### src/hdl/lsuPkg.sv
package lsuPkg;

  // ****************************************
  // Widths
  // ****************************************
  localparam int DataLen   = 64;
  localparam int LaneCnt   = 8;
  localparam int RegIdxLen = 12;

  typedef logic [DataLen-1:0]   dataT;
  typedef logic [LaneCnt-1:0]   laneMaskT;
  typedef logic [RegIdxLen-1:0] regIdxT;

  // Access size in bytes is 1 << size
  typedef enum logic [1:0] {
    SizeByte  = 2'd0,
    SizeHalf  = 2'd1,
    SizeWord  = 2'd2,
    SizeDword = 2'd3
  } argSizeT;

  // ****************************************
  // Operation code
  // ****************************************
  // Upper bit writes, lower bit reads
  typedef logic [1:0] memOpT;

  localparam memOpT OpNone = 2'b00;

  // Bit positions inside memOpT
  localparam int OpWrBit = 1;
  localparam int OpRdBit = 0;

endpackage
### src/hdl/memReqIf.sv
`timescale 1ns/1ps

interface memReqIf #(
  parameter int AddrLen = 32
);
  // Registered request
  logic                 valid;
  lsuPkg::memOpT        op;
  logic [AddrLen-1:0]   addr;
  lsuPkg::dataT         data;
  lsuPkg::argSizeT      size;
  logic                 signExt;

  // Aligned and extended load word
  lsuPkg::dataT         rdData;

  modport issue (
    output valid, op, addr, data, size, signExt,
    input  rdData
  );

  modport align (
    input  valid, op, addr, data, size, signExt,
    output rdData
  );

endinterface

### src/hdl/lsuTop.sv
`timescale 1ns/1ps

module lsuTop #(
  parameter int AddrLen = 32
) (
  input  logic               clkH,
  input  logic               arstN,
  input  lsuPkg::memOpT      wrRdEn,
  input  lsuPkg::regIdxT     regIdx,
  input  lsuPkg::argSizeT    argSize,
  input  logic               signExt,
  input  logic [AddrLen-1:0] addr,
  input  lsuPkg::dataT       wrData,
  output logic               busy,
  output lsuPkg::regIdxT     pendIdx,
  output logic               loadValid,
  output lsuPkg::regIdxT     loadIdx,
  output lsuPkg::dataT       loadData,
  output logic [AddrLen-1:3] memAddr,
  output lsuPkg::dataT       memMosi,
  output lsuPkg::laneMaskT   memWrEn,
  output lsuPkg::laneMaskT   memRdEn,
  input  lsuPkg::dataT       memMiso,
  input  logic               memReady
);

  // Request stage to lane aligner
  memReqIf #(.AddrLen(AddrLen)) memBus ();

  lsuIssue #(.AddrLen(AddrLen)) uIssue (
    .clkH      (clkH),
    .arstN     (arstN),
    .wrRdEn    (wrRdEn),
    .regIdx    (regIdx),
    .argSize   (argSize),
    .signExt   (signExt),
    .addr      (addr),
    .wrData    (wrData),
    .memReady  (memReady),
    .mem       (memBus.issue),
    .busy      (busy),
    .pendIdx   (pendIdx),
    .loadValid (loadValid),
    .loadIdx   (loadIdx),
    .loadData  (loadData)
  );

  laneAlign #(.AddrLen(AddrLen)) uAlign (
    .mem      (memBus.align),
    .memReady (memReady),
    .memAddr  (memAddr),
    .memMosi  (memMosi),
    .memWrEn  (memWrEn),
    .memRdEn  (memRdEn),
    .memMiso  (memMiso)
  );

endmodule

### src/hdl/laneAlign.sv
`timescale 1ns/1ps

module laneAlign #(
  parameter int AddrLen = 32
) (
  memReqIf.align             mem,
  input  logic               memReady,
  output logic [AddrLen-1:3] memAddr,
  output lsuPkg::dataT       memMosi,
  output lsuPkg::laneMaskT   memWrEn,
  output lsuPkg::laneMaskT   memRdEn,
  input  lsuPkg::dataT       memMiso
);

  logic [2:0]       laneOff;
  logic [5:0]       bitOff;
  lsuPkg::laneMaskT sizeMask;
  lsuPkg::laneMaskT laneMask;
  lsuPkg::dataT     byteMask;
  lsuPkg::dataT     rdShifted;
  lsuPkg::dataT     signFill;
  logic             signBit;

  // Byte offset inside the beat
  assign laneOff = mem.addr[2:0];
  assign bitOff  = {laneOff, 3'b000};

  // ****************************************
  // Size decode
  // ****************************************
  always_comb begin
    rdShifted = memMiso >> bitOff;
    unique case (mem.size)
      lsuPkg::SizeByte: begin
        sizeMask = 8'h01;
        signBit  = rdShifted[7];
      end
      lsuPkg::SizeHalf: begin
        sizeMask = 8'h03;
        signBit  = rdShifted[15];
      end
      lsuPkg::SizeWord: begin
        sizeMask = 8'h0F;
        signBit  = rdShifted[31];
      end
      lsuPkg::SizeDword: begin
        sizeMask = 8'hFF;
        signBit  = 1'b0;
      end
    endcase
  end

  // One byte of data mask per lane
  always_comb begin
    for (int i = 0; i < lsuPkg::LaneCnt; i++) begin
      byteMask[8*i +: 8] = {8{sizeMask[i]}};
    end
  end

  // ****************************************
  // Write path
  // ****************************************
  assign laneMask = mem.valid ? lsuPkg::laneMaskT'(sizeMask << laneOff) : '0;
  assign memWrEn  = mem.op[lsuPkg::OpWrBit] ? laneMask : '0;
  assign memRdEn  = mem.op[lsuPkg::OpRdBit] ? laneMask : '0;
  assign memMosi  = (mem.data & byteMask) << bitOff;
  assign memAddr  = mem.addr[AddrLen-1:3];

  // ****************************************
  // Read path
  // ****************************************
  // Upper bytes copy the top kept bit, dword has none above it
  assign signFill = (mem.signExt && signBit) ? ~byteMask : '0;

  assign mem.rdData = (memReady && mem.op[lsuPkg::OpRdBit])
                      ? ((rdShifted & byteMask) | signFill) : '0;

endmodule

### src/hdl/lsuIssue.sv
`timescale 1ns/1ps

module lsuIssue #(
  parameter int AddrLen = 32
) (
  input  logic               clkH,
  input  logic               arstN,
  input  lsuPkg::memOpT      wrRdEn,
  input  lsuPkg::regIdxT     regIdx,
  input  lsuPkg::argSizeT    argSize,
  input  logic               signExt,
  input  logic [AddrLen-1:0] addr,
  input  lsuPkg::dataT       wrData,
  input  logic               memReady,
  memReqIf.issue             mem,
  output logic               busy,
  output lsuPkg::regIdxT     pendIdx,
  output logic               loadValid,
  output lsuPkg::regIdxT     loadIdx,
  output lsuPkg::dataT       loadData
);

  logic          accept;
  logic          done;
  lsuPkg::memOpT acceptOp;

  // New requests only while idle
  assign accept   = !busy && (wrRdEn != lsuPkg::OpNone);
  assign done     = mem.valid && memReady;
  assign acceptOp = accept ? wrRdEn : lsuPkg::OpNone;

  // ****************************************
  // Request stage
  // ****************************************
  always_ff @(posedge clkH or negedge arstN) begin
    if (!arstN) begin
      mem.valid <= 1'b0;
      mem.op    <= lsuPkg::OpNone;
    end else if (accept) begin
      mem.valid <= 1'b1;
      mem.op    <= wrRdEn;
    end else if (done) begin
      mem.valid <= 1'b0;
      mem.op    <= lsuPkg::OpNone;
    end
  end

  // Held stable until the access closes
  always_ff @(posedge clkH) begin
    if (accept) begin
      mem.addr    <= addr;
      mem.data    <= wrData;
      mem.size    <= argSize;
      mem.signExt <= signExt;
    end
  end

  // Pending index and load return
  lsuReqTracker uTracker (
    .clkH      (clkH),
    .arstN     (arstN),
    .accept    (acceptOp),
    .acceptIdx (regIdx),
    .memReady  (memReady),
    .rdData    (mem.rdData),
    .busy      (busy),
    .pendIdx   (pendIdx),
    .loadValid (loadValid),
    .loadIdx   (loadIdx),
    .loadData  (loadData)
  );

endmodule

### src/hdl/lsuReqTracker.sv
`timescale 1ns/1ps

module lsuReqTracker (
  input  logic           clkH,
  input  logic           arstN,
  input  lsuPkg::memOpT  accept,
  input  lsuPkg::regIdxT acceptIdx,
  input  logic           memReady,
  input  lsuPkg::dataT   rdData,
  output logic           busy,
  output lsuPkg::regIdxT pendIdx,
  output logic           loadValid,
  output lsuPkg::regIdxT loadIdx,
  output lsuPkg::dataT   loadData
);

  logic          pending;
  lsuPkg::memOpT oper;
  logic          acceptNZ;
  logic          done;
  logic          loadDone;

  assign acceptNZ = accept != lsuPkg::OpNone;

  // Access closes on the first ready edge while open
  assign done     = pending && memReady;
  assign loadDone = done && oper[lsuPkg::OpRdBit];

  // ****************************************
  // Pending access
  // ****************************************
  always_ff @(posedge clkH or negedge arstN) begin
    if (!arstN) begin
      pending <= 1'b0;
      oper    <= lsuPkg::OpNone;
      pendIdx <= '0;
    end else if (acceptNZ) begin
      pending <= 1'b1;
      oper    <= accept;
      pendIdx <= acceptIdx;
    end else if (done) begin
      pending <= 1'b0;
      oper    <= lsuPkg::OpNone;
      pendIdx <= '0;
    end
  end

  // Single cycle strobe after a read completes
  always_ff @(posedge clkH or negedge arstN) begin
    if (!arstN) begin
      loadValid <= 1'b0;
    end else begin
      loadValid <= loadDone;
    end
  end

  // ****************************************
  // Load result
  // ****************************************
  always_ff @(posedge clkH) begin
    if (loadDone) begin
      loadData <= rdData;
      loadIdx  <= pendIdx;
    end
  end

  assign busy = pending;

endmodule

### config.mk
export PLATFORM = sky130hd
export DESIGN_NAME = lsuTop
export DESIGN_NICKNAME = d
export VERILOG_FILES = /design/src/hdl/lsuPkg.sv /design/src/hdl/memReqIf.sv /design/src/hdl/lsuTop.sv /design/src/hdl/laneAlign.sv /design/src/hdl/lsuIssue.sv /design/src/hdl/lsuReqTracker.sv
export SDC_FILE = /design/constraint.sdc
export NUM_CORES = 1
export LEC_CHECK = 0
export BUFFER_PORTS_ARGS = -buffer_cell sky130_fd_sc_hd__buf_2
export CAP_MARGIN = 30
export CORE_MARGIN = 5
export CORE_UTILIZATION = 46
export DETAILED_ROUTE_END_ITERATION = 10
export PLACE_DENSITY = 0.79
export RECOVER_POWER = 50
export SETUP_SLACK_MARGIN = 0.4
export SYNTH_ARGS = -nofsm -noshare
export SYNTH_HDL_FRONTEND = slang
export SYNTH_SLANG_ARGS = --single-unit
### constraint.sdc
create_clock -name clkH -period 3.8 [get_ports clkH]
set_input_delay 0.76 -clock clkH [delete_from_list [all_inputs] [get_ports clkH]]
set_output_delay 0.76 -clock clkH [all_outputs]
set_load 0.01 [all_outputs]
# After elaboration in Yosys (flattened, before gate mapping)
# Cells that the tools add are included.
# op_classes
n_div	0
mux	17
n_lt_le_gt_ge	0
reduce_logical	12
multipliers	0
n_bitwise	4
addsub	0
eq_ne	3
shift	3
# op_table
operator	count
bitwise AND 64 bit	2
two-way mux 64 bit	1
inverter 64 bit	1
OR 64 bit	1
<< shifter 64 x 6 -> 64 bit	1
right shift 64 x 6 -> 64 bit	1
case mux 8 bit (4 select lines)	1
two-way mux 12 bit	2
two-way mux 8 bit	3
nonzero test 2 bit	4
<< shifter 8 x 3 -> 8 bit	1
logical AND 1 bit	6
two-way mux 1 bit	6
two-way mux 2 bit	3
== test 2 bit (second input constant)	2
case mux 1 bit (4 select lines)	1
== test 2 x 1 -> 1 bit (second input constant)	1
logical NOT 2 bit	1
logical NOT 1 bit	1
# word_totals
output_inout_bits	199
romBits	0
word_cells	51
latch_bits	0
ramBits	0
input_bits	180
register_bits	193
mem_count	0

# Depth between registers and ports, before layout
# logic_depth
word_depth	5
depth_mapped	9

# Cells and area by module
# A second synthesis with hierarchy kept.
# hier_totals
hier_cells	944
hier_area_um2	10386.2
# modules_own_cells
mod	area_each_um2	cells_per_inst	n_inst
laneAlign	4430.5	718	1
lsuIssue	3119.2	113	1
lsuReqTracker	2836.5	113	1

# Least setup slack after synthesis
# No wires, ideal clock.
# synth_path
kind	in2reg
from	input wrRdEn[1]
to	register uIssue.uTracker.pendIdx[10]
path_slack_ps	-688
arrival_time_ps	4412
required_ps	3724
path_stages	4
setup_time_ps	76
path_cell_list	nor2_1 -> nor2_1 -> clkbuf_1 -> a22o_1
# synth_via
elab_chain_len	5
# synth_lines
item	line_no	rtl
start, declared	lsuTop.sv:8	input lsuPkg::memOpT wrRdEn,
nonzero test 2 bit (*)	lsuIssue.sv:28	assign accept = !busy && (wrRdEn != lsuPkg::OpNone);
logical AND 1 bit (*)	lsuIssue.sv:28	
named net uIssue.accept	lsuIssue.sv:23	logic accept;
two-way mux 2 bit (*)	lsuIssue.sv:30	assign acceptOp = accept ? wrRdEn : lsuPkg::OpNone;
nonzero test 2 bit (*)	lsuReqTracker.sv:23	assign acceptNZ = accept != lsuPkg::OpNone;
two-way mux 12 bit / nonzero test 2 bit (equally long branches)	--	
end signal, assigned	lsuReqTracker.sv:40	pendIdx <= acceptIdx;
end, declared	lsuReqTracker.sv:11	output lsuPkg::regIdxT pendIdx,
# The timed path passes the listed nets; every way through them passes the cells marked *.
# A chain may end at the register's enable or synchronous reset.

# Worst setup path after layout
# layout_path
from	register uIssue.mem.addr[2]
to	output memMosi[37]
# layout_via
elab_chain_len	1
# layout_lines
item	line_no	rtl
start, declared	memReqIf.sv:18	output valid, op, addr, data, size, signExt,
<< shifter 64 x 6 -> 64 bit	laneAlign.sv:66	assign memMosi = (mem.data & byteMask) << bitOff;
end, declared	lsuTop.sv:20	output lsuPkg::dataT memMosi,
# Every way passes these cells.

==> flow_metrics.tcl <==
set metrics [dict create \
    status "finished, violations left" \
    violations "max-capacitance violations, max-slew violations" \
    worstSetupPathType "flop to output port" \
    drv_cap 1 \
    ys_types 49 \
    fp-row-count 55 \
    wl_per_cell_um 22.7 \
    die_area_sq_um 25900 \
    layout-drive-gt1-share 0.437 \
    antennaDiodeCount 0 \
    setup_violations 0 \
    grt_usage 0.257 \
    synth_seq_cells 193 \
    netSwitchingFraction 0.355 \
    cp.arrival_ns 2.47 \
    cts.htree.levels 4 \
    gp_congestion 0.920 \
    cts_tree "done" \
    vias 8745 \
    p_comb_frac 0.304 \
    r2r_cells 8 \
    synth_area_sq_um 10500 \
    portBuffers 378 \
    hpwlAfterDp_mm 25.9 \
    cpLargestDelayFamily "simple AND/OR/NAND/NOR gates" \
    pre_cts_slack_ns 0.884 \
    ant_nets 0 \
    critPathLaunchType "flop" \
    postCtsSetupBuffers 0 \
    hp-class "primary input to async pin" \
    layout_commonest_cell "buf_2" \
    synth_top_flop_cell "edfxtp_1" \
    grt_pass1_wl_mm 51.4 \
    yosysSeqAreaShare 0.544 \
    max_slew_margin -0.220 \
    power_density_nw_per_um2 522 \
    leakagePower_nw 5.36 \
    viasPerCell 5.75 \
    sequentialPowerShare 0.422 \
    drtPass1Iterations 5 \
    synthSimpleGateAreaFrac 0.112 \
    pwr-share-clk 0.274 \
    synth_nets 1083 \
    drv_slew 73 \
    final_cell_mix "buf_2, edfxtp_1, nand2_1, nor2_1, a21oi_1" \
    synth_edf_count 175 \
    cts_inserted_buffers 17 \
    crit_cells 4 \
    finClkSkew_ns 0.00823 \
    clk_latency_ns 0.43 \
    synthCells 903 \
    finalPower_mw 6.79 \
    cts_buffer_depth 2 \
    end_kind "output port" \
    avgSynthCellArea_sq_um 11.6 \
    synth_xor_area_frac 0 \
    worstMarginPinSlew_ns 1.83 \
    nets 1402 \
    finalHoldViolations 0 \
    cts.sinks 193 \
    yosys_warnings 0 \
    synth_top_family_by_area "compound AO/OA/AOI/OAI gates" \
    antenna_found_initial 0 \
    ios 379 \
    cp.required_ns 3.04 \
    die_h_um 161 \
    drc 0 \
    cts_hold_buf 0 \
    slowest_delay_ns 0.74 \
    crit_buf_inv 2 \
    crit_fanout 51 \
    core_area_sq_um 22600 \
    final.min_clock_period_ns 3.23 \
    holdWs_ns 0.462 \
    post_cts_resize_count 0 \
    area_growth_pct 24.0 \
    cts-root-buf "clkbuf_16" \
    die_w_um 161 \
    crit_chain "buf_12 -> nand2b_1 -> o22ai_1 -> buf_2" \
    fill_cells 1958 \
    wl_mm 34.6 \
    drt_iter0_drc 879 \
    cts.clk_slew.worst_paths_ns 0.08 \
    setup_ws_ns 0.575 \
    vdd_drop_max_mv 0.304 \
    initial_core_util 0.465 \
    final_core_util 0.577 \
    p_int_mw 4.38 \
    async_flop_share 0.0933 \
    synth-compound-area-share 0.150 \
    p_sw_mw 2.41 \
    grt_overflow 0 \
    synthAdderAreaFrac 0 \
    maxClockFrequency_mhz 310 \
    setup_tns_ns 0 \
    period_share 0.849 \
    synth.area.mux_share 0.137 \
    rsz0062_at_grt "no" \
    grt_max_degree 91 \
    grt_pass1_vias 8704 \
    cp_slowest_cell "nand2b_1" \
]
[flip-flops by register name, summed over array words and instances, names as in the netlist]
signal and flops:
uIssue.mem.addr 32, uIssue.mem.data 64, uIssue.mem.op 2, uIssue.mem.signExt 1, uIssue.mem.size 2, uIssue.mem.valid 1, uIssue.uTracker.busy 1, uIssue.uTracker.loadData 64
uIssue.uTracker.loadIdx 12, uIssue.uTracker.loadValid 1, uIssue.uTracker.oper 1, uIssue.uTracker.pendIdx 12
[routing by layer]
layer  wire (um)  GRT usage  part of all wire  up-vias
met2       17700      0.450              0.51      504
li1            -          -                 -     3991
met1       12500      0.307              0.36     4189
met4        1350      0.111             0.039        0
met3        2940     0.0559             0.085       61
met5           0          0                 0        -
[cell type report]
| type | instances | area (sq um) | area share |
|---|---|---|---|
| clock buffer | 18 | 429 | 0.0330 |
| clock inverter | 14 | 185 | 0.0142 |
| inverter | 5 | 18.8 | 0.00144 |
| multi-input combinational | 600 | 4190 | 0.322 |
| sequential | 193 | 5710 | 0.438 |
| tap | 285 | 357 | 0.0274 |
| timing repair buffer | 405 | 2120 | 0.163 |
[Yosys cell counts (5+ instances only)]
master    number  area share
a31oi_1        5      0.0030
mux4_2        20       0.043
nor2b_1       37       0.022
and2_1         9      0.0054
a221oi_1      14       0.012
o21ai_0       43       0.021
mux2_2        45       0.048
buf_6          5      0.0054
o22ai_1       19       0.011
a21oi_2       30       0.025
dfrtp_1       18       0.043
buf_2         21       0.010
a22oi_1       17       0.012
edfxtp_1     175        0.50
nand2_1       85       0.030
nand3_1        6      0.0029
buf_4         34       0.024
inv_1          5      0.0018
a22o_1        12       0.010
a211oi_1      17       0.012
a21oi_1       61       0.029
nor2_1        77       0.028
nor3_1        21       0.010
clkbuf_1      42       0.015
nand2b_1       8      0.0048
mux2i_1       44       0.042
[worst reg2reg max path: stages, from the launching register on]
cell and delay, ns:
edfxtp_1 0.50, buf_4 0.31, buf_4 0.55, nand2b_1 0.21, a21oi_1 0.10, o221a_4 0.28
o31ai_4 0.20, buf_4 0.47, a21oi_1 0.14
[path summary, 6_finish.rpt]
path | start | to | slack, ns
worst max-delay path | uIssue.mem.addr[2] | memMosi[37] | 0.57
worst min-delay path | arstN | uIssue.uTracker.pendIdx[8] | 0.46
worst max register to register | uIssue.mem.addr[0] | uIssue.uTracker.loadData[63] | 0.76
worst min register to register | uIssue.uTracker.oper[0] | uIssue.uTracker.oper[0] | 0.48
max in group asynchronous | arstN | uIssue.uTracker.pendIdx[3] | 2.73
min in group clkH | uIssue.uTracker.oper[0] | uIssue.uTracker.oper[0] | 0.48
[power groups by stage]
| stage | combinational, mW | clock (mW) | sequential [mW] |
|---|---|---|---|
| floorplan | 1.28 | 0 | 2.91 |
| global placement | 2.02 | 0 | 2.89 |
| detailed placement | 2.05 | 0 | 2.90 |
| CTS | 2.06 | 1.89 | 2.86 |
| global route | 2.22 | 2.00 | 2.89 |
| finish | 2.06 | 1.86 | 2.87 |
[per-stage QoR]
step	instance area, sq um	cells
6_report	13000	1520
5_1_grt	13000	1520
4_1_cts	13000	1518
3_5_place_dp	12400	1486
3_3_place_gp	12400	1485
2_1_floorplan	10500	903
[kinds of logic after synthesis]
group                  Yosys count
and+or+nand+nor                255
buffers and inverters          110
muxes                          112
AOI/OAI and AO/OA              233
DFF                            193
No activity file was read; power rests on OpenSTA's default activity.
